<file path="src/rtl/ts_pkg.sv">
`default_nettype none

package ts_pkg;

	// memory depths and walk limits
	localparam int SFILE_AW = 8;
	localparam int TMB_AW = 7;
	localparam int SPR_LAST = 255;
	localparam int TM_TILES = 64;

	// layers in processing order, one bit each
	typedef enum logic [3:0]
	{
		L_TM = 4'b0001,
		L_S0 = 4'b0010,
		L_T0 = 4'b0100,
		L_S1 = 4'b1000
	} layer_e;

	// sprite file walk
	typedef enum logic [5:0]
	{
		SP_NONE   = 6'b000001,
		SP_R0_PRE = 6'b000010,
		SP_R0     = 6'b000100,
		SP_R1_PRE = 6'b001000,
		SP_R1     = 6'b010000,
		SP_R2     = 6'b100000
	} sprite_st_e;

	// per-frame configuration
	typedef struct packed
	{
		logic s_en;
		logic t_en;
		// draw tile number zero
		logic tz_en;
		logic [7:0] tm_page;
		logic [7:0] t_gpage;
		logic [7:0] s_gpage;
		logic [8:0] t_x_offs;
		logic [8:0] t_y_offs;
		logic [1:0] t_palsel;
		logic [5:0] num_tiles;
	} ts_cfg_t;

	// one renderer task
	typedef struct packed
	{
		logic [7:0] page;
		logic [8:0] line;
		logic [5:0] addr;
		logic [8:0] x;
		logic [2:0] xs;
		logic xf;
		logic [3:0] pal;
	} tsr_task_t;

	typedef struct packed
	{
		logic yflp;
		logic xflp;
		logic [1:0] pal;
		logic [11:0] tnum;
	} tile_desc_t;

	// sprite descriptor, three words per sprite
	typedef struct packed
	{
		logic yflp;
		logic leap;
		logic act;
		logic unused;
		logic [2:0] ysz;
		logic [8:0] ycrd;
	} spr_r0_t;

	typedef struct packed
	{
		logic xflp;
		logic [2:0] unused;
		logic [2:0] xsz;
		logic [8:0] xcrd;
	} spr_r1_t;

	typedef struct packed
	{
		logic [3:0] pal;
		logic [11:0] tnum;
	} spr_r2_t;

endpackage

`default_nettype wire

</file>
<file path="src/rtl/ts_tile_buf.sv">
`timescale 1ns/10ps
`default_nettype none

module ts_tile_buf
(
	input wire clk,
	input wire we,
	input wire [ts_pkg::TMB_AW-1:0] waddr,
	input wire [15:0] wdata,
	input wire [ts_pkg::TMB_AW-1:0] raddr,
	output logic [15:0] rdata
);

	// two tile rows, slot picked by the address msb
	logic [15:0] mem [0:(1 << ts_pkg::TMB_AW)-1];

	always_ff @(posedge clk)
	begin
		if (we)
			mem[waddr] <= wdata;
		rdata <= mem[raddr];
	end

endmodule

`default_nettype wire

</file>
<file path="config.mk">
export PLATFORM = sky130hd
export DESIGN_NAME = ts_tile_buf
export DESIGN_NICKNAME = d
export VERILOG_FILES = /design/src/rtl/ts_pkg.sv /design/src/rtl/ts_tile_buf.sv
export SDC_FILE = /design/constraint.sdc
export NUM_CORES = 2
export LEC_CHECK = 0
export ABC_CLOCK_PERIOD_IN_PS = 4700
export BUFFER_PORTS_ARGS = -buffer_cell sky130_fd_sc_hd__buf_2
export CAP_MARGIN = 10
export CORE_UTILIZATION = 50
export DETAILED_ROUTE_END_ITERATION = 8
export PLACE_DENSITY = 0.65
export SYNTH_ARGS = -nofsm -noshare
export SYNTH_HDL_FRONTEND = slang
export SYNTH_SLANG_ARGS = --single-unit
</file>
<file path="constraint.sdc">
create_clock -name clk -period 4.7 [get_ports clk]
set_clock_uncertainty 0.15 [all_clocks]
set_input_delay 0.705 -clock clk [delete_from_list [all_inputs] [get_ports clk]]
set_output_delay 0.705 -clock clk [all_outputs]
set_load 0.005 [all_outputs]
</file>
==> key figures <==
STA
  – Minimum clock period: 3.214 ns
  – Endpoints failing setup: 0
  – Fin crit share: 68.38%
  – RSZ-0062 raised after global routing: no
  – Rel. slew slack: 20.63%
  – Least-Margin Pin Slew: 1.190 ns
  – Max Slew Vio Count: 0
  – Final setup TNS: 0 ns
  – FMAX: 311.2 MHz
  – Fin. Hold Viols: 0
  – Hold_ws: 0.2486 ns

Worst setup path
  – Worst setup SP type: input pin
  – Crit path max fanout: 39
  – Crit Path Category: in2reg
  – WP data arrival: 3.77 ns
  – Critical Path RT: 5.26 ns
  – Critical path endpoint category: register
  – Reg2reg path depth: 4

CTS
  – Total CTS buffers: 196
  – Clk_lat worst skew: 0.85 ns
  – Root buf cell: clkbuf_16
  – PostCTS Resize Cnt: 0
  – CTS HTree Levels: 4
  – Clock tree buffer depth: 3
  – Setup repair bufs after CTS: 0
  – CTS tree: done
  – Clock Pin Slew Worst Setup and Hold Paths: 0.06 ns
  – CTS Hold Buffers Added: 0
  – Sink Count: 2064

Synthesis
  – Yosys reg bits: 2064
  – Syn avg cell area: 25.44 µm²
  – Synth top area cells: edfxtp_1, mux4_2, nor2_1
  – Count leader, synth: edfxtp_1
  – Ys async rst share: 0%
  – Synth warnings: 0
  – Syn nets: 3118
  – Most used DFF post-synth: edfxtp_1
  – Synth area leader: edfxtp_1
  – Synthesized instance count: 3086
  – Seq/Total Area, Yosys: 78.73%
  – Top cells by count, synth: edfxtp_1, mux4_2, nor2_1, clkbuf_1, buf_2
  – Cell Area, Synth: 0.07852 mm²
  – Share of the synthesized area in the top cell type: 78.32%
  – Synth cell types: 17
  – Post-synth EDFFs: 2048

Power
  – Peak supply drop: 0.3425 mV
  – Power Dens Cells: 423.0 mW/mm²
  – Leak: 27.63 nW
  – Post-layout power: 37.75 mW

Global routing
  – Initial antenna violation count: 23
  – GRT busiest layer: met2
  – Vias in the first global route: 36439
  – Tot GR Track Use: 24.76%
  – Global Route met3 Usage: 5.327%
  – M1 GR Usage: 37.03%
  – GR Util met2: 37.70%
  – Gr ovfl total: 0
  – Largest net degree at the start of global routing: 98
  – First-pass GRT wire length: 272500 µm

Die
  – Total die area: 0.1586 mm²
  – Core area: 0.1560 mm²
  – Die width: 398.3 µm
  – Floorplan row count: 145
  – Initial Utilization: 50.33%
  – IO Pins: 48
  – Chip height: 398.3 µm

Placed design
  – Routability congestion estimate: 0.8049
  – Count of input and output buffers: 47
  – Post-DP Area: 0.08293 mm²
  – Dpl hpwl: 111300 µm

Min path
  – HP Class: in2reg
  – Hold depth: 1

Drt
  – Routed via count: 35970
  – Via density per instance: 6.400
  – DRC viols: 0
  – Router iterations before antenna repair: 5
  – DRT iter0 DRCs: 5274
  – Routed wire length: 192400 µm
  – Final ANT Viol Nets: 0
  – WL per Instance: 34.23 µm

Finish
  – Core Util, Final: 57.20%
  – Layout cells sized above 1: 36.01%
  – Design area: 0.08925 mm²
  – Final net count: 3432
  – Area delta synth->final: 13.66%

Run
  – Max cap viols: 0

Outcome
  – Status: finished clean
[metal layers]
metal  share of wire [%]  wire length, µm
met5               0.089              172
met2                  48            91940
met1                  40            76950
met3                  10            19460
met4                 2.0             3871
[worst paths after layout]
check / from / to / slack (ns)
setup / recovery: raddr[0] / rdata[13] / 1.49
hold reg to reg: mem[94][6] / rdata[6] / 0.99
setup reg to reg: mem[86][1] / rdata[1] / 2.01
hold / removal: wdata[13] / mem[124][13] / 0.25
[flip-flops by register name, summed over array words and instances (netlist names)]
| name | flops |
|---|---|
| mem | 2048 |
| rdata | 16 |
[through the flow]
stage / setup slack (ns) / instances
6_report: 1.486 / 5620
5_1_grt: 1.468 / 5614
4_1_cts: 1.557 / 5612
3_5_place_dp: 0.6565 / 5259
3_3_place_gp: 0.6611 / 5259
2_1_floorplan: 1.350 / 3086
[power breakdown]
part           total (mW)  internal [mW]  switching (mW)
Combinational        1.90          0.778            1.12
Clock                15.5           8.72            6.75
Sequential           20.4           20.3          0.0551
Total                37.8           29.8            7.92
[kinds of logic (layout without fill, tap and decap cells)]
logic type	count (synthesis)	in the layout	synth area share (%)
flip-flops	2064	2064	78.73
AND/OR/NAND/NOR	170	170	0.8875
other	0	7	0
buffers and inverters	164	633	0.8812
multiplexers	688	688	19.50
[layout by cell type, fill, tap and decap left out]
cell type / n
nand2b_1: 2
bufinv_16: 16
clkinv_16: 2
or3_1: 1
clkbuf_8: 2
inv_16: 5
clkinvlp_4: 8
mux2_2: 16
nor2_1: 96
mux4_2: 672
buf_8: 3
clkinv_8: 2
nor2b_1: 7
inv_6: 2
buf_6: 1
clkinv_1: 37
nand3_1: 12
clkbuf_16: 200
nand2_1: 14
clkbuf_1: 39
buf_2: 27
nor2_2: 26
clkinv_2: 38
buf_12: 30
dfxtp_1: 16
diode_2: 7
nor3_2: 9
clkinv_4: 2
buf_4: 219
edfxtp_1: 2048
nand4_1: 3
[final cells by class]
| class | count | area, µm² |
|---|---|---|
| multi-input cells | 858 | 16120 |
| repair buffers | 280 | 2436 |
| flip-flops and latches | 2064 | 61820 |
| clock inverters | 112 | 1097 |
| diodes | 7 | 17.52 |
| well taps | 2058 | 2575 |
| clock buffers | 241 | 5179 |
| fillers | 10944 | 66780 |
[critical path: stages]
cell    delay [ns]
buf_8         0.46
buf_12        0.37
mux4_2        0.57
mux4_2        0.63
mux4_2        0.57
mux2_2        0.31
No activity file was read; power rests on OpenSTA's default activity.
