===== src/rtl/ts_pkg.sv =====
`default_nettype none

package ts_pkg;

	// memory depths and walk limits
	localparam int SFILE_AW = 8;
	localparam int TMB_AW = 7;
	localparam int SPR_LAST = 255;
	localparam int TM_TILES = 64;

	// layers in processing order, one bit each
	typedef enum logic [3:0]
	{
		L_TM = 4'b0001,
		L_S0 = 4'b0010,
		L_T0 = 4'b0100,
		L_S1 = 4'b1000
	} layer_e;

	// sprite file walk
	typedef enum logic [5:0]
	{
		SP_NONE   = 6'b000001,
		SP_R0_PRE = 6'b000010,
		SP_R0     = 6'b000100,
		SP_R1_PRE = 6'b001000,
		SP_R1     = 6'b010000,
		SP_R2     = 6'b100000
	} sprite_st_e;

	// per-frame configuration
	typedef struct packed
	{
		logic s_en;
		logic t_en;
		// draw tile number zero
		logic tz_en;
		logic [7:0] tm_page;
		logic [7:0] t_gpage;
		logic [7:0] s_gpage;
		logic [8:0] t_x_offs;
		logic [8:0] t_y_offs;
		logic [1:0] t_palsel;
		logic [5:0] num_tiles;
	} ts_cfg_t;

	// one renderer task
	typedef struct packed
	{
		logic [7:0] page;
		logic [8:0] line;
		logic [5:0] addr;
		logic [8:0] x;
		logic [2:0] xs;
		logic xf;
		logic [3:0] pal;
	} tsr_task_t;

	typedef struct packed
	{
		logic yflp;
		logic xflp;
		logic [1:0] pal;
		logic [11:0] tnum;
	} tile_desc_t;

	// sprite descriptor, three words per sprite
	typedef struct packed
	{
		logic yflp;
		logic leap;
		logic act;
		logic unused;
		logic [2:0] ysz;
		logic [8:0] ycrd;
	} spr_r0_t;

	typedef struct packed
	{
		logic xflp;
		logic [2:0] unused;
		logic [2:0] xsz;
		logic [8:0] xcrd;
	} spr_r1_t;

	typedef struct packed
	{
		logic [3:0] pal;
		logic [11:0] tnum;
	} spr_r2_t;

endpackage

`default_nettype wire


===== src/rtl/ts_sprite_file.sv =====
`timescale 1ns/10ps
`default_nettype none

module ts_sprite_file
(
	input wire clk,
	input wire we,
	input wire [ts_pkg::SFILE_AW-1:0] waddr,
	input wire [15:0] wdata,
	input wire [ts_pkg::SFILE_AW-1:0] raddr,
	output logic [15:0] rdata
);

	// three words per sprite, host side writes only
	logic [15:0] mem [0:(1 << ts_pkg::SFILE_AW)-1];

	always_ff @(posedge clk)
	begin
		if (we)
			mem[waddr] <= wdata;
		rdata <= mem[raddr];
	end

endmodule

`default_nettype wire


===== config.mk =====
export PLATFORM = sky130hd
export DESIGN_NAME = ts_sprite_file
export DESIGN_NICKNAME = d
export VERILOG_FILES = /design/src/rtl/ts_pkg.sv /design/src/rtl/ts_sprite_file.sv
export SDC_FILE = /design/constraint.sdc
export NUM_CORES = 2
export LEC_CHECK = 0
export BUFFER_PORTS_ARGS = -buffer_cell sky130_fd_sc_hd__clkbuf_2
export CAP_MARGIN = 30
export CORE_ASPECT_RATIO = 1.25
export CORE_UTILIZATION = 55
export DETAILED_ROUTE_END_ITERATION = 7
export PLACE_DENSITY = 0.7
export SLEW_MARGIN = 15
export SYNTH_ARGS = -nofsm -noshare
export SYNTH_HDL_FRONTEND = slang
export SYNTH_SLANG_ARGS = --single-unit
export TNS_END_PERCENT = 100

===== constraint.sdc =====
create_clock -name clk -period 6.85 [get_ports clk]
set_clock_uncertainty 0.1 [all_clocks]
set_input_delay 1.37 -clock clk [delete_from_list [all_inputs] [get_ports clk]]
set_output_delay 1.37 -clock clk [all_outputs]
set_load 0.02 [all_outputs]

==> impl_metrics.py <==
metrics = {
    "outcome": {
        "status": "completed",
    },
    "clock_tree": {
        "clkTransAtPathRegs_ns": 0.06,
        "cts_buffer_depth": 4,
        "clkLatencyLatePin_ns": 0.93,
        "cts_resized": 0,
        "cts_buffers": 381,
        "cts-htree-levels": 5,
        "cts_tree": "done",
        "postCtsSetupBuffers": 0,
        "cts.sinks": 4112,
        "hold_buffers": 0,
        "cts-root-buf": "clkbuf_16",
    },
    "synthesis": {
        "synth-seq-cells": 4112,
        "synth.distinct_cells": 52,
        "synthMuxAreaShare": 0.1550,
        "synth-compound-area-share": 0.03537,
        "synth.area.top_cells": "edfxtp_1 (77%), mux4_2 (11%), mux2i_1 (3.6%), o221ai_1 (1.4%), nor2_1 (0.72%)",
        "synth_cells": 7360,
        "yosys.area_share.xor_xnor": 0,
        "synth_edf_count": 4096,
        "yosysWarnings": 0,
        "synthFlopType": "edfxtp_1",
        "yosysMostFrequentCell": "edfxtp_1",
        "synthSimpleGateAreaFrac": 0.01574,
        "synth-async-reset-ratio": 0,
        "synthAdderAreaFrac": 0,
        "yosysTopAreaCell": "edfxtp_1",
        "syn_nets": 7394,
        "synth_top_family_by_area": "multiplexers",
        "synth_top_area_frac": 0.7750,
        "synthTopCellsByCount": "edfxtp_1 (4,096), mux4_2 (797), mux2i_1 (565), nor2_1 (304), o221ai_1 (252)",
        "seq_area_frac_synth": 0.7770,
        "syn_area_um2": 158700,
        "avgSynthCellArea_um2": 21.56,
    },
    "min_path": {
        "min_to": "mem[20][12]",
        "min-delay-start": "wdata[12]",
        "min_path_type": "input port to flop",
        "hold_path_depth": 1,
    },
    "timing": {
        "setup_violations": 0,
        "rsz0062_at_grt": "no",
        "final_hold_viol_count": 0,
        "max_freq_mhz": 214.3,
        "timing.final.ws_setup_ns": 2.184,
        "finalCritPeriodShare": 0.6812,
        "maxSlewViolCount": 0,
        "max_slew_margin": 0.1497,
        "setup_tns_ns": 0,
        "fin_crit_ns": 4.666,
        "tightest_slew_ns": 1.275,
    },
    "finish": {
        "num-nets-final": 7810,
        "fill_cells": 19199,
        "utilization": 0.6184,
        "multiInputGateArea_um2": 32970,
        "drive_above_1_share": 0.2441,
        "area_growth_pct": 11.85,
        "seqCellArea_um2": 123300,
        "fin_cells": 11877,
    },
    "die": {
        "rows": 220,
        "core_um2": 287100,
        "pin_count": 50,
        "die_y_um": 602.6,
        "die_area_um2": 290700,
        "initial_core_util": 0.5528,
        "die_w_um": 482.5,
    },
    "detailed_routing": {
        "ant_nets": 0,
        "dr.pass1.iters": 6,
        "first_iter_violations": 10778,
        "totalWireLength_um": 415000,
        "post_drt_via_cell_ratio": 6.695,
        "wl_per_cell_um": 34.94,
        "via_count": 79512,
        "drc_errors": 0,
    },
    "grt": {
        "antenna_found_initial": 25,
        "grt_pass1_vias": 78587,
        "grt_max_degree": 193,
        "grt_use_total": 0.2858,
        "grt_overflow": 0,
        "grt_pass1_wl_um": 584100,
    },
    "setup_path": {
        "crit_chain": "buf_12, buf_4, mux4_2, mux2_2, a221oi_1, o31ai_1, o32ai_1, nor4_1",
        "cp_top_family": "compound AO/OA/AOI/OAI gates",
        "crit_fanout": 66,
        "path_class": "input port to flop",
        "max_stage_delay_ns": 0.77,
        "reg2reg_to": "rdata[11]",
        "rr_startpoint": "mem[139][11]",
        "reg2reg_slack_ns": 3.42,
        "crit_buf_inv": 2,
        "reg2reg_depth": 6,
        "worstPathRequired_ns": 7.51,
        "start_kind": "input port",
        "worst_ep_arrival_time_ns": 5.33,
        "end_kind": "flop",
        "crit_slowest_cell": "a221oi_1",
    },
    "place": {
        "routabilityCongestion": 0.9252,
        "dp.cells": 11158,
        "io_buffers": 49,
        "dp_hpwl_um": 242400,
        "pre_cts_ws_ns": 1.339,
    },
    "power": {
        "peakVddDrop_v": 0.0002058,
        "finalPower_w": 0.05106,
        "powerDensity_nw_per_um2": 287.6,
        "p_leak_nw": 56.22,
    },
    "job": {
        "cap_violations": 0,
    },
}
-- worst reg2reg max path, stage by stage, from the launching register on --
cell,delay [ns]
edfxtp_1,0.36
mux4_2,0.47
mux2_2,0.29
a221oi_1,0.80
o31ai_1,0.50
o32ai_1,0.59
nor4_1,0.15
-- per-stage QoR --
step	instance area (um^2)	hold slack (ns)
after floorplan	158700	0.7538
after global placement	164900	0.9082
after detailed placement	165300	0.9271
after CTS	177300	0.7658
after global routing	177500	0.7936
final	177500	0.7981
-- flip-flops by register name, indices dropped and copies added (netlist names) --
| register | count |
|---|---|
| mem | 4096 |
| rdata | 16 |
-- power breakdown --
group	leakage (nW)	internal [W]	total [W]	switching, W
logic	13.4	0.000862	0.00258	0.00171
clock network	5.87	0.0116	0.0207	0.00911
registers	36.9	0.0277	0.0278	0.0000518
total	56.2	0.0402	0.0511	0.0109
-- worst max path at each step --
stage	from	end	slack (ns)	cells after the start
2_1_floorplan	waddr[3]	mem[235][0]	3.22	6
3_3_place_gp	raddr[1]	rdata[7]	1.33	9
3_5_place_dp	raddr[1]	rdata[7]	1.34	9
4_1_cts	raddr[1]	rdata[7]	2.28	9
5_1_grt	raddr[1]	rdata[7]	2.21	9
6_report	raddr[0]	rdata[11]	2.18	8
-- per-layer routing --
| layer | vias to the layer above | part of all wire | GRT usage |
|---|---|---|---|
| li1 | 32105 | - | - |
| met1 | 41949 | 0.36 | 0.3817 |
| met2 | 4590 | 0.49 | 0.4583 |
| met3 | 860 | 0.096 | 0.05095 |
| met4 | 8 | 0.056 | 0.1379 |
| met5 | - | 0.00013 | 0 |
-- kinds of logic after synthesis --
logic type             count (synthesis)
DFF                                 4112
and+or+nand+nor                      556
buffers and inverters                456
muxes                               1450
AOI/OAI and AO/OA                    786
-- placed cells by master (no fill, tap or decap), drive strengths merged, types with 2 or more instances in the layout --
master       n
o221ai     253
bufinv      30
o22ai      148
nand4b       3
inv         14
nor2b        9
and4         2
or2          5
o21ai       38
clkbuf     489
mux2i      565
o32ai       21
a31oi        6
a22oi       43
a22o        32
dfxtp       16
nor2       304
nand3       35
edfxtp    4096
diode       17
or3          2
mux4       797
a21oi      175
nand2b       3
a211oi      18
clkinvlp    14
a2111oi      6
a221oi      28
o31ai       16
and3        11
nand2       38
clkinv     179
nor4        18
nand4       26
a21o         2
mux2        88
and2         2
nor3        92
nor4bb       2
buf        456
-- layout make-up --
| type | count | share of cell area |
|---|---|---|
| Antenna cell | 17 | 0.0002396 |
| Clock buffer | 460 | 0.05662 |
| Clock inverter | 233 | 0.01102 |
| Inverter | 4 | 0.0001551 |
| Multi-Input combinational cell | 2792 | 0.1857 |
| Sequential cell | 4112 | 0.6946 |
| Tap cell | 3774 | 0.02660 |
| Timing Repair Buffer | 485 | 0.02501 |
Power figures use the tool's default switching activity.
