File: src/rtl/ts_pkg.sv
`default_nettype none

package ts_pkg;

	// memory depths and walk limits
	localparam int SFILE_AW = 8;
	localparam int TMB_AW = 7;
	localparam int SPR_LAST = 255;
	localparam int TM_TILES = 64;

	// layers in processing order, one bit each
	typedef enum logic [3:0]
	{
		L_TM = 4'b0001,
		L_S0 = 4'b0010,
		L_T0 = 4'b0100,
		L_S1 = 4'b1000
	} layer_e;

	// sprite file walk
	typedef enum logic [5:0]
	{
		SP_NONE   = 6'b000001,
		SP_R0_PRE = 6'b000010,
		SP_R0     = 6'b000100,
		SP_R1_PRE = 6'b001000,
		SP_R1     = 6'b010000,
		SP_R2     = 6'b100000
	} sprite_st_e;

	// per-frame configuration
	typedef struct packed
	{
		logic s_en;
		logic t_en;
		// draw tile number zero
		logic tz_en;
		logic [7:0] tm_page;
		logic [7:0] t_gpage;
		logic [7:0] s_gpage;
		logic [8:0] t_x_offs;
		logic [8:0] t_y_offs;
		logic [1:0] t_palsel;
		logic [5:0] num_tiles;
	} ts_cfg_t;

	// one renderer task
	typedef struct packed
	{
		logic [7:0] page;
		logic [8:0] line;
		logic [5:0] addr;
		logic [8:0] x;
		logic [2:0] xs;
		logic xf;
		logic [3:0] pal;
	} tsr_task_t;

	typedef struct packed
	{
		logic yflp;
		logic xflp;
		logic [1:0] pal;
		logic [11:0] tnum;
	} tile_desc_t;

	// sprite descriptor, three words per sprite
	typedef struct packed
	{
		logic yflp;
		logic leap;
		logic act;
		logic unused;
		logic [2:0] ysz;
		logic [8:0] ycrd;
	} spr_r0_t;

	typedef struct packed
	{
		logic xflp;
		logic [2:0] unused;
		logic [2:0] xsz;
		logic [8:0] xcrd;
	} spr_r1_t;

	typedef struct packed
	{
		logic [3:0] pal;
		logic [11:0] tnum;
	} spr_r2_t;

endpackage

`default_nettype wire

File: src/rtl/ts_layer_ctrl.sv
`timescale 1ns/10ps
`default_nettype none

module ts_layer_ctrl
(
	input wire clk,
	input wire rst,
	input wire start,
	input wire v_ts,
	input wire v_pf,
	input wire ts_pkg::ts_cfg_t cfg,
	input wire tm_end,
	input wire s_end,
	input wire t_end,
	input wire ts_pkg::tsr_task_t s_task,
	input wire s_go,
	input wire ts_pkg::tsr_task_t t_task,
	input wire t_go,
	output logic tm_act,
	output logic s_act,
	output logic s_sel,
	output logic t_act,
	output logic tsr_go,
	output ts_pkg::tsr_task_t tsr,
	output logic busy
);

	ts_pkg::layer_e layer;
	logic [3:0] layer_bits;
	logic [3:0] layer_act;
	logic [3:0] layer_skip;
	logic [3:0] layer_ok;
	logic [3:0] layer_end;

	assign layer_bits = layer;

	// enabled and allowed, in layer_e bit order
	assign layer_ok = {cfg.s_en & v_ts, cfg.t_en & v_ts, cfg.s_en & v_ts, cfg.t_en & v_pf};
	// sprite end goes to whichever sprite layer is running
	assign layer_end = {s_end & s_sel, t_end, s_end & ~s_sel, tm_end};

	always_ff @(posedge clk)
	begin
		if (rst)
		begin
			layer <= ts_pkg::layer_e'(4'b0000);
			layer_act <= 4'b0000;
			layer_skip <= 4'b0000;
		end
		else if (start)
		begin
			layer <= ts_pkg::L_TM;
			layer_act <= 4'b0000;
			layer_skip <= ~layer_ok;
		end
		else
		begin
			// step past a skipped or finished layer
			if (|(layer_bits & layer_skip))
				layer <= ts_pkg::layer_e'({layer_bits[2:0], 1'b0});
			layer_act <= layer_bits & ~(layer_skip | layer_end);
			layer_skip <= layer_skip | layer_end;
		end
	end

	assign tm_act = |(layer_act & ts_pkg::L_TM);
	assign s_act = |(layer_act & (ts_pkg::L_S0 | ts_pkg::L_S1));
	assign s_sel = |(layer_act & ts_pkg::L_S1);
	assign t_act = |(layer_act & ts_pkg::L_T0);
	assign busy = |layer_bits;

	// only the active processor can pulse go
	assign tsr_go = s_go | t_go;
	assign tsr = s_act ? s_task : t_task;

	a_act_onehot: assert property (@(posedge clk) disable iff (rst) $onehot0(layer_act));
	a_go_layer: assert property (@(posedge clk) disable iff (rst)
		tsr_go |-> |(layer_act & layer_bits & ~ts_pkg::L_TM));

endmodule

`default_nettype wire

File: config.mk
export PLATFORM = sky130hd
export DESIGN_NAME = ts_layer_ctrl
export DESIGN_NICKNAME = d
export VERILOG_FILES = /design/src/rtl/ts_pkg.sv /design/src/rtl/ts_layer_ctrl.sv
export SDC_FILE = /design/constraint.sdc
export NUM_CORES = 1
export LEC_CHECK = 0
export BUFFER_PORTS_ARGS = -buffer_cell sky130_fd_sc_hd__buf_2
export CELL_PAD_IN_SITES_DETAIL_PLACEMENT = 0
export CELL_PAD_IN_SITES_GLOBAL_PLACEMENT = 1
export CORE_ASPECT_RATIO = 0.9
export CORE_MARGIN = 3
export CORE_UTILIZATION = 14
export CTS_CLUSTER_SIZE = 8
export DETAILED_ROUTE_END_ITERATION = 10
export PLACE_DENSITY_LB_ADDON = 0.3
export SLEW_MARGIN = 20
export SYNTH_ARGS = -nofsm -noshare
export SYNTH_HDL_FRONTEND = slang
export SYNTH_SLANG_ARGS = --single-unit
File: constraint.sdc
create_clock -name clk -period 1.27 [get_ports clk]
set_input_delay 0.0635 -clock clk [delete_from_list [all_inputs] [get_ports clk]]
set_output_delay 0.0635 -clock clk [all_outputs]
set_load 0.01 [all_outputs]
==> results.toml <==
[clock_tree]
clkTransAtPathRegs_ns = 0.05
cts_buffers = 3
cts_tree = "yes"
root_buffer = "clkbuf_8"
insertion_delay_ns = 0.23
numClockSinks = 12
htree_levels = 1
cts.path.max_buffers = 2
holdBufCountCts = 0

[logic_synthesis]
synth-edff-count = 0
yosysTopAreaCell = "mux2_2"
synth_top_family_by_area = "multiplexers"
syn_area_um2 = 963
synth_mux_area_share_pct = 51.0
yosys_warnings = 0
synth_flop_cell = "dfxtp_1"
synth-async-reset-ratio_pct = 0
synth_commonest_cells = "mux2_2 (37), dfxtp_1 (12), nor3_1 (6)"
ys_seq_elements = 12
syn_area_per_cell_um2 = 10.8
synth-xor-area-share_pct = 0
synth_area_leaders = "mux2_2 (43%), dfxtp_1 (25%), clkbuf_8 (5.7%), mux2_4 (4.7%), mux2i_1 (3.1%)"
yosysSeqAreaShare_pct = 24.9
yosysMostFrequentCell = "mux2_2"
synth_compound_area_share_pct = 5.84
synth_cells = 89
synth_cell_types = 20
yosysTopAreaCellShare_pct = 43.2
synthSimpleGateAreaFrac_pct = 10.5
yosys.area_share.adder_pct = 0
synth_fp_nets = 232

[run_status]
status = "finished, violations left"
violations = "setup timing"

[job]
cap_violations = 0

[worst_setup_path]
crit_chain = "nor2_4 -> buf_12 -> mux2_2 -> buf_2"
critPathMaxStageDelay_ns = 0.35
reg2reg_depth = 4
required_ns = 1.21
slowest_stage = "mux2_2"
start_kind = "register"
cp.arrival_ns = 1.42
path_class = "reg2out"
path_max_fanout = 19
cp-end-kind = "output port"

[sta]
period_share_pct = 117
setup_viol = 41
rsz0062_at_grt = "yes"
worstMarginPinSlew_ns = 0.282
maxSlewViolCount = 0
period_minus_slack_ns = 1.49
slew_headroom_pct = 81.1
max_freq_ghz = 0.673
fin_skew_ns = 0.000604
setup_ws_ns = -0.216
hold_viol_final = 0

[placement]
place_congestion = 0.708
io_buffers = 137
place_inst = 314
hpwl_mm = 3.16
place_ws_ns = 0.0128

[drt]
drtIter0Drc = 18
drtAntennaViolNets = 0
routed_via_density = 3.90
route.detailed.drc = 0
via_count = 1241
drt-pass1-iter-count = 2
routed_wl_mm = 3.82
wire_per_inst_um = 12.0

[floorplanning]
coreArea_um2 = 6620
die_w_um = 93.4
ios = 189
dieArea_um2 = 7910
start_util_pct = 14.6
num_rows = 28
dieHeight_um = 84.7

[layout]
area_growth_syn_to_layout_pct = 105
final_cells = 318
num_antenna_cells = 0
fin_util_pct = 29.8
drive_above_1_share_pct = 83.8
finalNetCount = 373

[pwr]
vdd_ir_drop_max_uv = 428
leakagePower_nw = 1.09
p_per_area_nw_per_um2 = 580

[global_route]
overflow = 0
grt.met1_usage_pct = 8.94
grt_use_total_pct = 8.21
antenna_found_initial = 0
grt_pass1_vias = 1191
use_met2_pct = 15.3
use_met3_pct = 3.14
grt_max_degree = 23
grt-busiest-layer = "met2"
grt_pass1_wl_mm = 5.31

[min_path]
min_path_cells = 2
min_path_type = "in2reg"
[layer usage]
metal / vias to the layer above / part of all wire, %
met2: 79 / 48
met3: 4 / 14
met4: 0 / 0.94
li1: 611 / -
met1: 547 / 38
met5: - / 0
[cell families after synthesis]
logic type      Yosys count
flops                    12
mux                      43
compound gates            8
simple gates             19
buf+inv                   7
[flip-flops by register name (all words and copies together) (netlist names)]
register	count
layer	4
layer_skip	4
layer_act	4
[final timing paths]
kind | start | endpoint | slack [ns]
worst max-delay path | layer_act[3] | tsr[17] | -0.22
worst min-delay path | t_end | layer_act[2] | 0.006
worst max register to register | layer[2] | layer[2] | 0.20
worst min register to register | layer_skip[0] | layer_act[0] | 0.46
[critical path: cells and delay by family, from the launching register on]
kind / cells / cell delay [ns]
mux: 1 / 0.35
buf+inv: 2 / 0.34
flops: 1 / 0.33
simple gates: 1 / 0.16
[timing repair]
action | in CTS | in global routing
resized for setup | 18 | 20
pin swaps | 1 | 0
setup buffers | 1 | 0
endpoints found under the setup margin | 41 | 41
[layout by cell type, fill, tap and decap left out, types with 2 or more instances in the layout]
cell type,synthesis,routed
buf_4,0,2
clkbuf_8,4,3
mux2_2,37,21
inv_1,2,2
a22oi_1,2,2
mux2_4,3,19
nor3_1,6,6
a311oi_1,2,2
nor2_1,2,2
nand2_1,5,5
mux2i_1,3,3
dfxtp_1,12,9
buf_2,0,118
buf_6,1,19
dfxtp_2,0,3
a21oi_1,3,3
buf_12,0,2
[final cells by class]
class / count / area, um^2
repair buffers: 141 / 860
well taps: 90 / 113
clock buffers: 3 / 41.3
inverters: 2 / 7.51
flip-flops and latches: 12 / 244
fillers: 689 / 4650
multi-input cells: 70 / 709
[power breakdown]
group	switching (mW)	internal, mW	total [mW]	leakage [nW]
Sequential	0.0105	0.392	0.402	0.0996
Clock	0.122	0.207	0.329	0.0216
Combinational	0.152	0.262	0.414	0.969
[metrics by stage]
step	power, mW	cell area [um^2]	TNS, ns	hold WS, ns
global placement	0.763	1740	0	0.252
detailed placement	0.761	1740	0	0.254
floorplan	0.549	963	0	0.133
finish	1.15	1970	-7.34	0.00574
global route	1.22	1970	-9.57	0.00685
CTS	1.13	1880	-8.14	0.00367
Note: power is estimated with default switching activity, not from simulation.
