**src/rtl/ts_pkg.sv**
```systemverilog
`default_nettype none

package ts_pkg;

	// memory depths and walk limits
	localparam int SFILE_AW = 8;
	localparam int TMB_AW = 7;
	localparam int SPR_LAST = 255;
	localparam int TM_TILES = 64;

	// layers in processing order, one bit each
	typedef enum logic [3:0]
	{
		L_TM = 4'b0001,
		L_S0 = 4'b0010,
		L_T0 = 4'b0100,
		L_S1 = 4'b1000
	} layer_e;

	// sprite file walk
	typedef enum logic [5:0]
	{
		SP_NONE   = 6'b000001,
		SP_R0_PRE = 6'b000010,
		SP_R0     = 6'b000100,
		SP_R1_PRE = 6'b001000,
		SP_R1     = 6'b010000,
		SP_R2     = 6'b100000
	} sprite_st_e;

	// per-frame configuration
	typedef struct packed
	{
		logic s_en;
		logic t_en;
		// draw tile number zero
		logic tz_en;
		logic [7:0] tm_page;
		logic [7:0] t_gpage;
		logic [7:0] s_gpage;
		logic [8:0] t_x_offs;
		logic [8:0] t_y_offs;
		logic [1:0] t_palsel;
		logic [5:0] num_tiles;
	} ts_cfg_t;

	// one renderer task
	typedef struct packed
	{
		logic [7:0] page;
		logic [8:0] line;
		logic [5:0] addr;
		logic [8:0] x;
		logic [2:0] xs;
		logic xf;
		logic [3:0] pal;
	} tsr_task_t;

	typedef struct packed
	{
		logic yflp;
		logic xflp;
		logic [1:0] pal;
		logic [11:0] tnum;
	} tile_desc_t;

	// sprite descriptor, three words per sprite
	typedef struct packed
	{
		logic yflp;
		logic leap;
		logic act;
		logic unused;
		logic [2:0] ysz;
		logic [8:0] ycrd;
	} spr_r0_t;

	typedef struct packed
	{
		logic xflp;
		logic [2:0] unused;
		logic [2:0] xsz;
		logic [8:0] xcrd;
	} spr_r1_t;

	typedef struct packed
	{
		logic [3:0] pal;
		logic [11:0] tnum;
	} spr_r2_t;

endpackage

`default_nettype wire

```
**src/rtl/ts_tile_proc.sv**
```systemverilog
`timescale 1ns/10ps
`default_nettype none

module ts_tile_proc
(
	input wire clk,
	input wire rst,
	input wire start,
	input wire [8:0] line,
	input wire ts_pkg::ts_cfg_t cfg,
	input wire t_act,
	input wire tsr_rdy,
	input wire [15:0] tmb_rdata,
	output logic [ts_pkg::TMB_AW-1:0] tmb_raddr,
	output logic t_go,
	output ts_pkg::tsr_task_t t_task,
	output logic t_end
);

	ts_pkg::tile_desc_t desc;
	logic [8:0] t_line;
	logic [5:0] tx;
	logic [5:0] cur;
	logic pre_valid;
	logic valid;
	logic drawn;
	logic good;
	logic skip;
	logic wait_rdy;

	assign desc = ts_pkg::tile_desc_t'(tmb_rdata);
	assign t_line = line + cfg.t_y_offs;
	assign tmb_raddr = {t_line[3], tx + cfg.t_x_offs[8:3]};

	// tx runs one ahead of the descriptor on rdata
	assign cur = tx - 6'd1;
	assign t_end = t_act & valid & (cur == cfg.num_tiles);
	assign drawn = (|desc.tnum) | cfg.tz_en;
	assign good = t_act & valid & ~t_end & drawn;
	assign skip = t_act & valid & ~t_end & ~drawn;
	assign t_go = good & tsr_rdy;
	assign wait_rdy = good & ~tsr_rdy;

	always_ff @(posedge clk)
	begin
		if (rst)
		begin
			tx <= 6'd0;
			pre_valid <= 1'b0;
			valid <= 1'b0;
		end
		else if (start)
		begin
			tx <= 6'd0;
			pre_valid <= 1'b1;
			valid <= 1'b0;
		end
		else if (t_act & pre_valid)
		begin
			tx <= tx + 6'd1;
			pre_valid <= 1'b0;
			valid <= 1'b1;
		end
		else if (wait_rdy)
		begin
			// step back so the held tile is read again
			tx <= tx - 6'd1;
			pre_valid <= 1'b1;
			valid <= 1'b0;
		end
		else if (t_go | skip)
			tx <= tx + 6'd1;
		else if (t_end)
			valid <= 1'b0;
	end

	always_comb
	begin
		t_task.page = cfg.t_gpage;
		t_task.line = {desc.tnum[11:6], t_line[2:0] ^ {3{desc.yflp}}};
		t_task.addr = desc.tnum[5:0];
		// fine scroll shifts every tile left
		t_task.x = {cur, 3'b000} - {6'd0, cfg.t_x_offs[2:0]};
		t_task.xs = 3'd0;
		t_task.xf = desc.xflp;
		t_task.pal = {cfg.t_palsel, desc.pal};
	end

endmodule

`default_nettype wire

```
**config.mk**
```make
export PLATFORM = sky130hd
export DESIGN_NAME = ts_tile_proc
export DESIGN_NICKNAME = d
export VERILOG_FILES = /design/src/rtl/ts_pkg.sv /design/src/rtl/ts_tile_proc.sv
export SDC_FILE = /design/constraint.sdc
export NUM_CORES = 1
export LEC_CHECK = 0
export ABC_AREA = 1
export ABC_CLOCK_PERIOD_IN_PS = 5700
export BUFFER_PORTS_ARGS = -buffer_cell sky130_fd_sc_hd__clkbuf_2
export CORE_MARGIN = 1
export CORE_UTILIZATION = 40
export CTS_BUF_LIST = sky130_fd_sc_hd__clkbuf_4 sky130_fd_sc_hd__clkbuf_8 sky130_fd_sc_hd__clkbuf_16
export CTS_CLUSTER_DIAMETER = 50
export DETAILED_ROUTE_END_ITERATION = 6
export HOLD_SLACK_MARGIN = 0.02
export PLACE_DENSITY_LB_ADDON = 0.05
export SYNTH_ARGS = -nofsm -noshare
export SYNTH_HDL_FRONTEND = slang
export SYNTH_SLANG_ARGS = --single-unit
export TNS_END_PERCENT = 10
```
**constraint.sdc**
```tcl
create_clock -name clk -period 5.7 [get_ports clk]
set_clock_uncertainty 0.2 [all_clocks]
set_input_delay 0.285 -clock clk [delete_from_list [all_inputs] [get_ports clk]]
set_output_delay 0.285 -clock clk [all_outputs]
set_load 0.01 [all_outputs]
```
==> results.cfg <==
[drt]
vias = 1486
ant_nets = 0
viasPerCell = 4.544
drt_iter0_drc = 12
wl_per_cell_um = 9.034
drtPass1Iterations = 4
drt-total-wl_um = 2954
route.detailed.drc = 0

[yosys]
synth_simple_gate_area_share_pct = 32.63
synth-edff-count = 0
synthFlopType = dfxtp_1
ys_seq_area_share_pct = 10.31
synth_compound_area_share_pct = 6.769
synth_top_family_by_area = simple AND/OR/NAND/NOR gates
synth_xor_area_share_pct = 12.41
synth-seq-cells = 8
synth-warning-count = 0
synthAdderAreaFrac_pct = 13.05
avgSynthCellArea_um2 = 6.693
syn_area_um2 = 1553
async_flop_share_pct = 0
synth.area.mux_share_pct = 0
ys_types = 31
synth_cells = 232

[layout]
final_area_um2 = 1780
nets = 379
diodes = 0
multi_input_area_um2 = 1018
syn2layout_area_growth_pct = 14.67
stdcell_count = 327
layout-drive-gt1-share_pct = 34.41
regArea_um2 = 160.2
fillers = 423
utilization_pct = 48.27

[power_and_ir_drop]
power.density_nw_per_um2 = 137.6
irDropWorstVdd_uv = 60.90
p_total_uw = 245.0
p_leak_nw = 1.019

[critical_path]
startpoint_type = register
critPathKind = reg -> out
critical_path_required_ns = 5.22
crit_fanout = 9
cp-end-kind = output port
critPathArrivalTime_ns = 2.31

[clock_tree]
cts_resized = 0
clk_pin_slew_worst_paths_ns = 0.04
cts-root-buf = clkbuf_8
hold_buffers = 0
clk_path_buf_depth = 2
cts_inserted_buffers = 3
clk_latency_ns = 0.23
cts_sinks = 8
htreeDepth = 1
cts_setup_buffers = 0
cts_tree = yes

[placed_design]
dp_hpwl_um = 2619
gp_congestion = 0.7500
numPortBuffers = 74
placed_cell_area_um2 = 1739
dpl.cell_count = 324
dp_slack_ns = 3.114

[sta]
finalSetupViolations = 0
max_freq_mhz = 358.0
rsz0062_at_grt = false
setup_ws_ns = 2.906
layout_worst_path_cycle_share_pct = 49.01
slew_violations = 0
period_needed_ns = 2.794
tns_ns = 0
hold_viol = 0
fin_hold_ws_ns = 0.02642

[global_routing]
grt_pass1_wl_um = 5037
gr-total-overflow = 0
track_usage_pct = 15.09
grt_pass1_vias = 1256
antenna_found_initial = 0
grt_max_degree = 13

[flow_run]
maxCapViolCount = 0

[run_status]
status = complete, no violations

[floorplan]
ios = 132
dieHeight_um = 64.31
core_um2 = 3689
die_area_um2 = 4135
fp.dieW_um = 64.31
start_util_pct = 42.10
rows = 22

[min_path]
hold_class = in -> reg
## registers in the layout, indices dropped and copies added, names as in the netlist
name,cells
tx,6
valid,1
pre_valid,1
## path summary, 6_finish.rpt
| check | depth (start not counted) | slack (ns) | from | endpoint |
|---|---|---|---|---|
| worst max-delay path | 11 | 2.91 | tx[0] | t_go |
| worst min-delay path | 2 | 0.03 | rst | pre_valid |
| worst max register to register | 14 | 3.17 | tx[0] | tx[4] |
| worst min register to register | 2 | 0.30 | valid | valid |
## cells in the mapped netlist, types with 3 or more instances
cell type	number	area, µm²
nand3_1	21	105.1
dfxtp_1	8	160.2
nor2_1	10	37.54
inv_1	31	116.4
buf_6	3	33.78
o21ai_0	4	20.02
buf_4	29	217.7
xor2_1	15	131.4
nand2_1	42	157.7
a21oi_1	10	50.05
ha_1	13	162.7
nand3b_1	3	22.52
nand2_2	6	37.54
o21ai_1	4	20.02
nor3_1	3	15.01
nor2_4	3	33.78
xnor2_1	7	61.31
nand3_2	4	40.04
## power by group
part	internal, mW	leakage (nW)	switching (mW)
Clock	0.0456	0.0216	0.0208
Combinational	0.0518	0.932	0.0644
Sequential	0.0584	0.0652	0.00392
## cell families (layout without fill, tap and decap cells)
kind of cell	after synthesis	after routing
and+or+nand+nor	100	100
other	1	3
buffers and inverters	66	111
xor gates and xnor gates	22	22
adders and majority gates	15	15
DFF	8	8
AOI/OAI and AO/OA	20	20
## cell type report
cell class,instances,area share (%)
Timing Repair Buffer,74,20.80
Multi-Input combinational cell,160,57.20
Tap cell,48,3.373
Sequential cell,8,8.995
Clock buffer,3,2.319
Inverter,34,7.309
## worst max-delay path: stages (launching register included)
cell,delay [ns]
dfxtp_1,0.52
inv_4,0.12
ha_1,0.38
or2_2,0.31
nand3_1,0.10
nor2_2,0.05
nand2_2,0.07
nor2_4,0.05
nand2_2,0.07
nand2_2,0.08
nor3b_1,0.18
clkbuf_2,0.16
## placed cells by master, fill, tap and decap left out, types with 7 or more instances in the layout
cell type / synthesis / layout
inv_1: 31 / 31
xor2_1: 15 / 15
dfxtp_1: 8 / 8
nand3_1: 21 / 21
ha_1: 13 / 13
nor2_1: 10 / 10
a21oi_1: 10 / 10
xnor2_1: 7 / 7
nand2_1: 42 / 42
clkbuf_2: 0 / 74
## layer usage
metal | part of all wire [%] | vias to the layer above | wire, µm | GRT usage, %
met4 | 1.2 | 0 | 36 | 6.389
met3 | 5.8 | 4 | 172 | 0.7143
met2 | 46 | 49 | 1350 | 26.97
li1 | - | 806 | - | -
met1 | 47 | 627 | 1394 | 18.53
met5 | 0 | - | 0 | 0
Power figures use the tool's default switching activity.
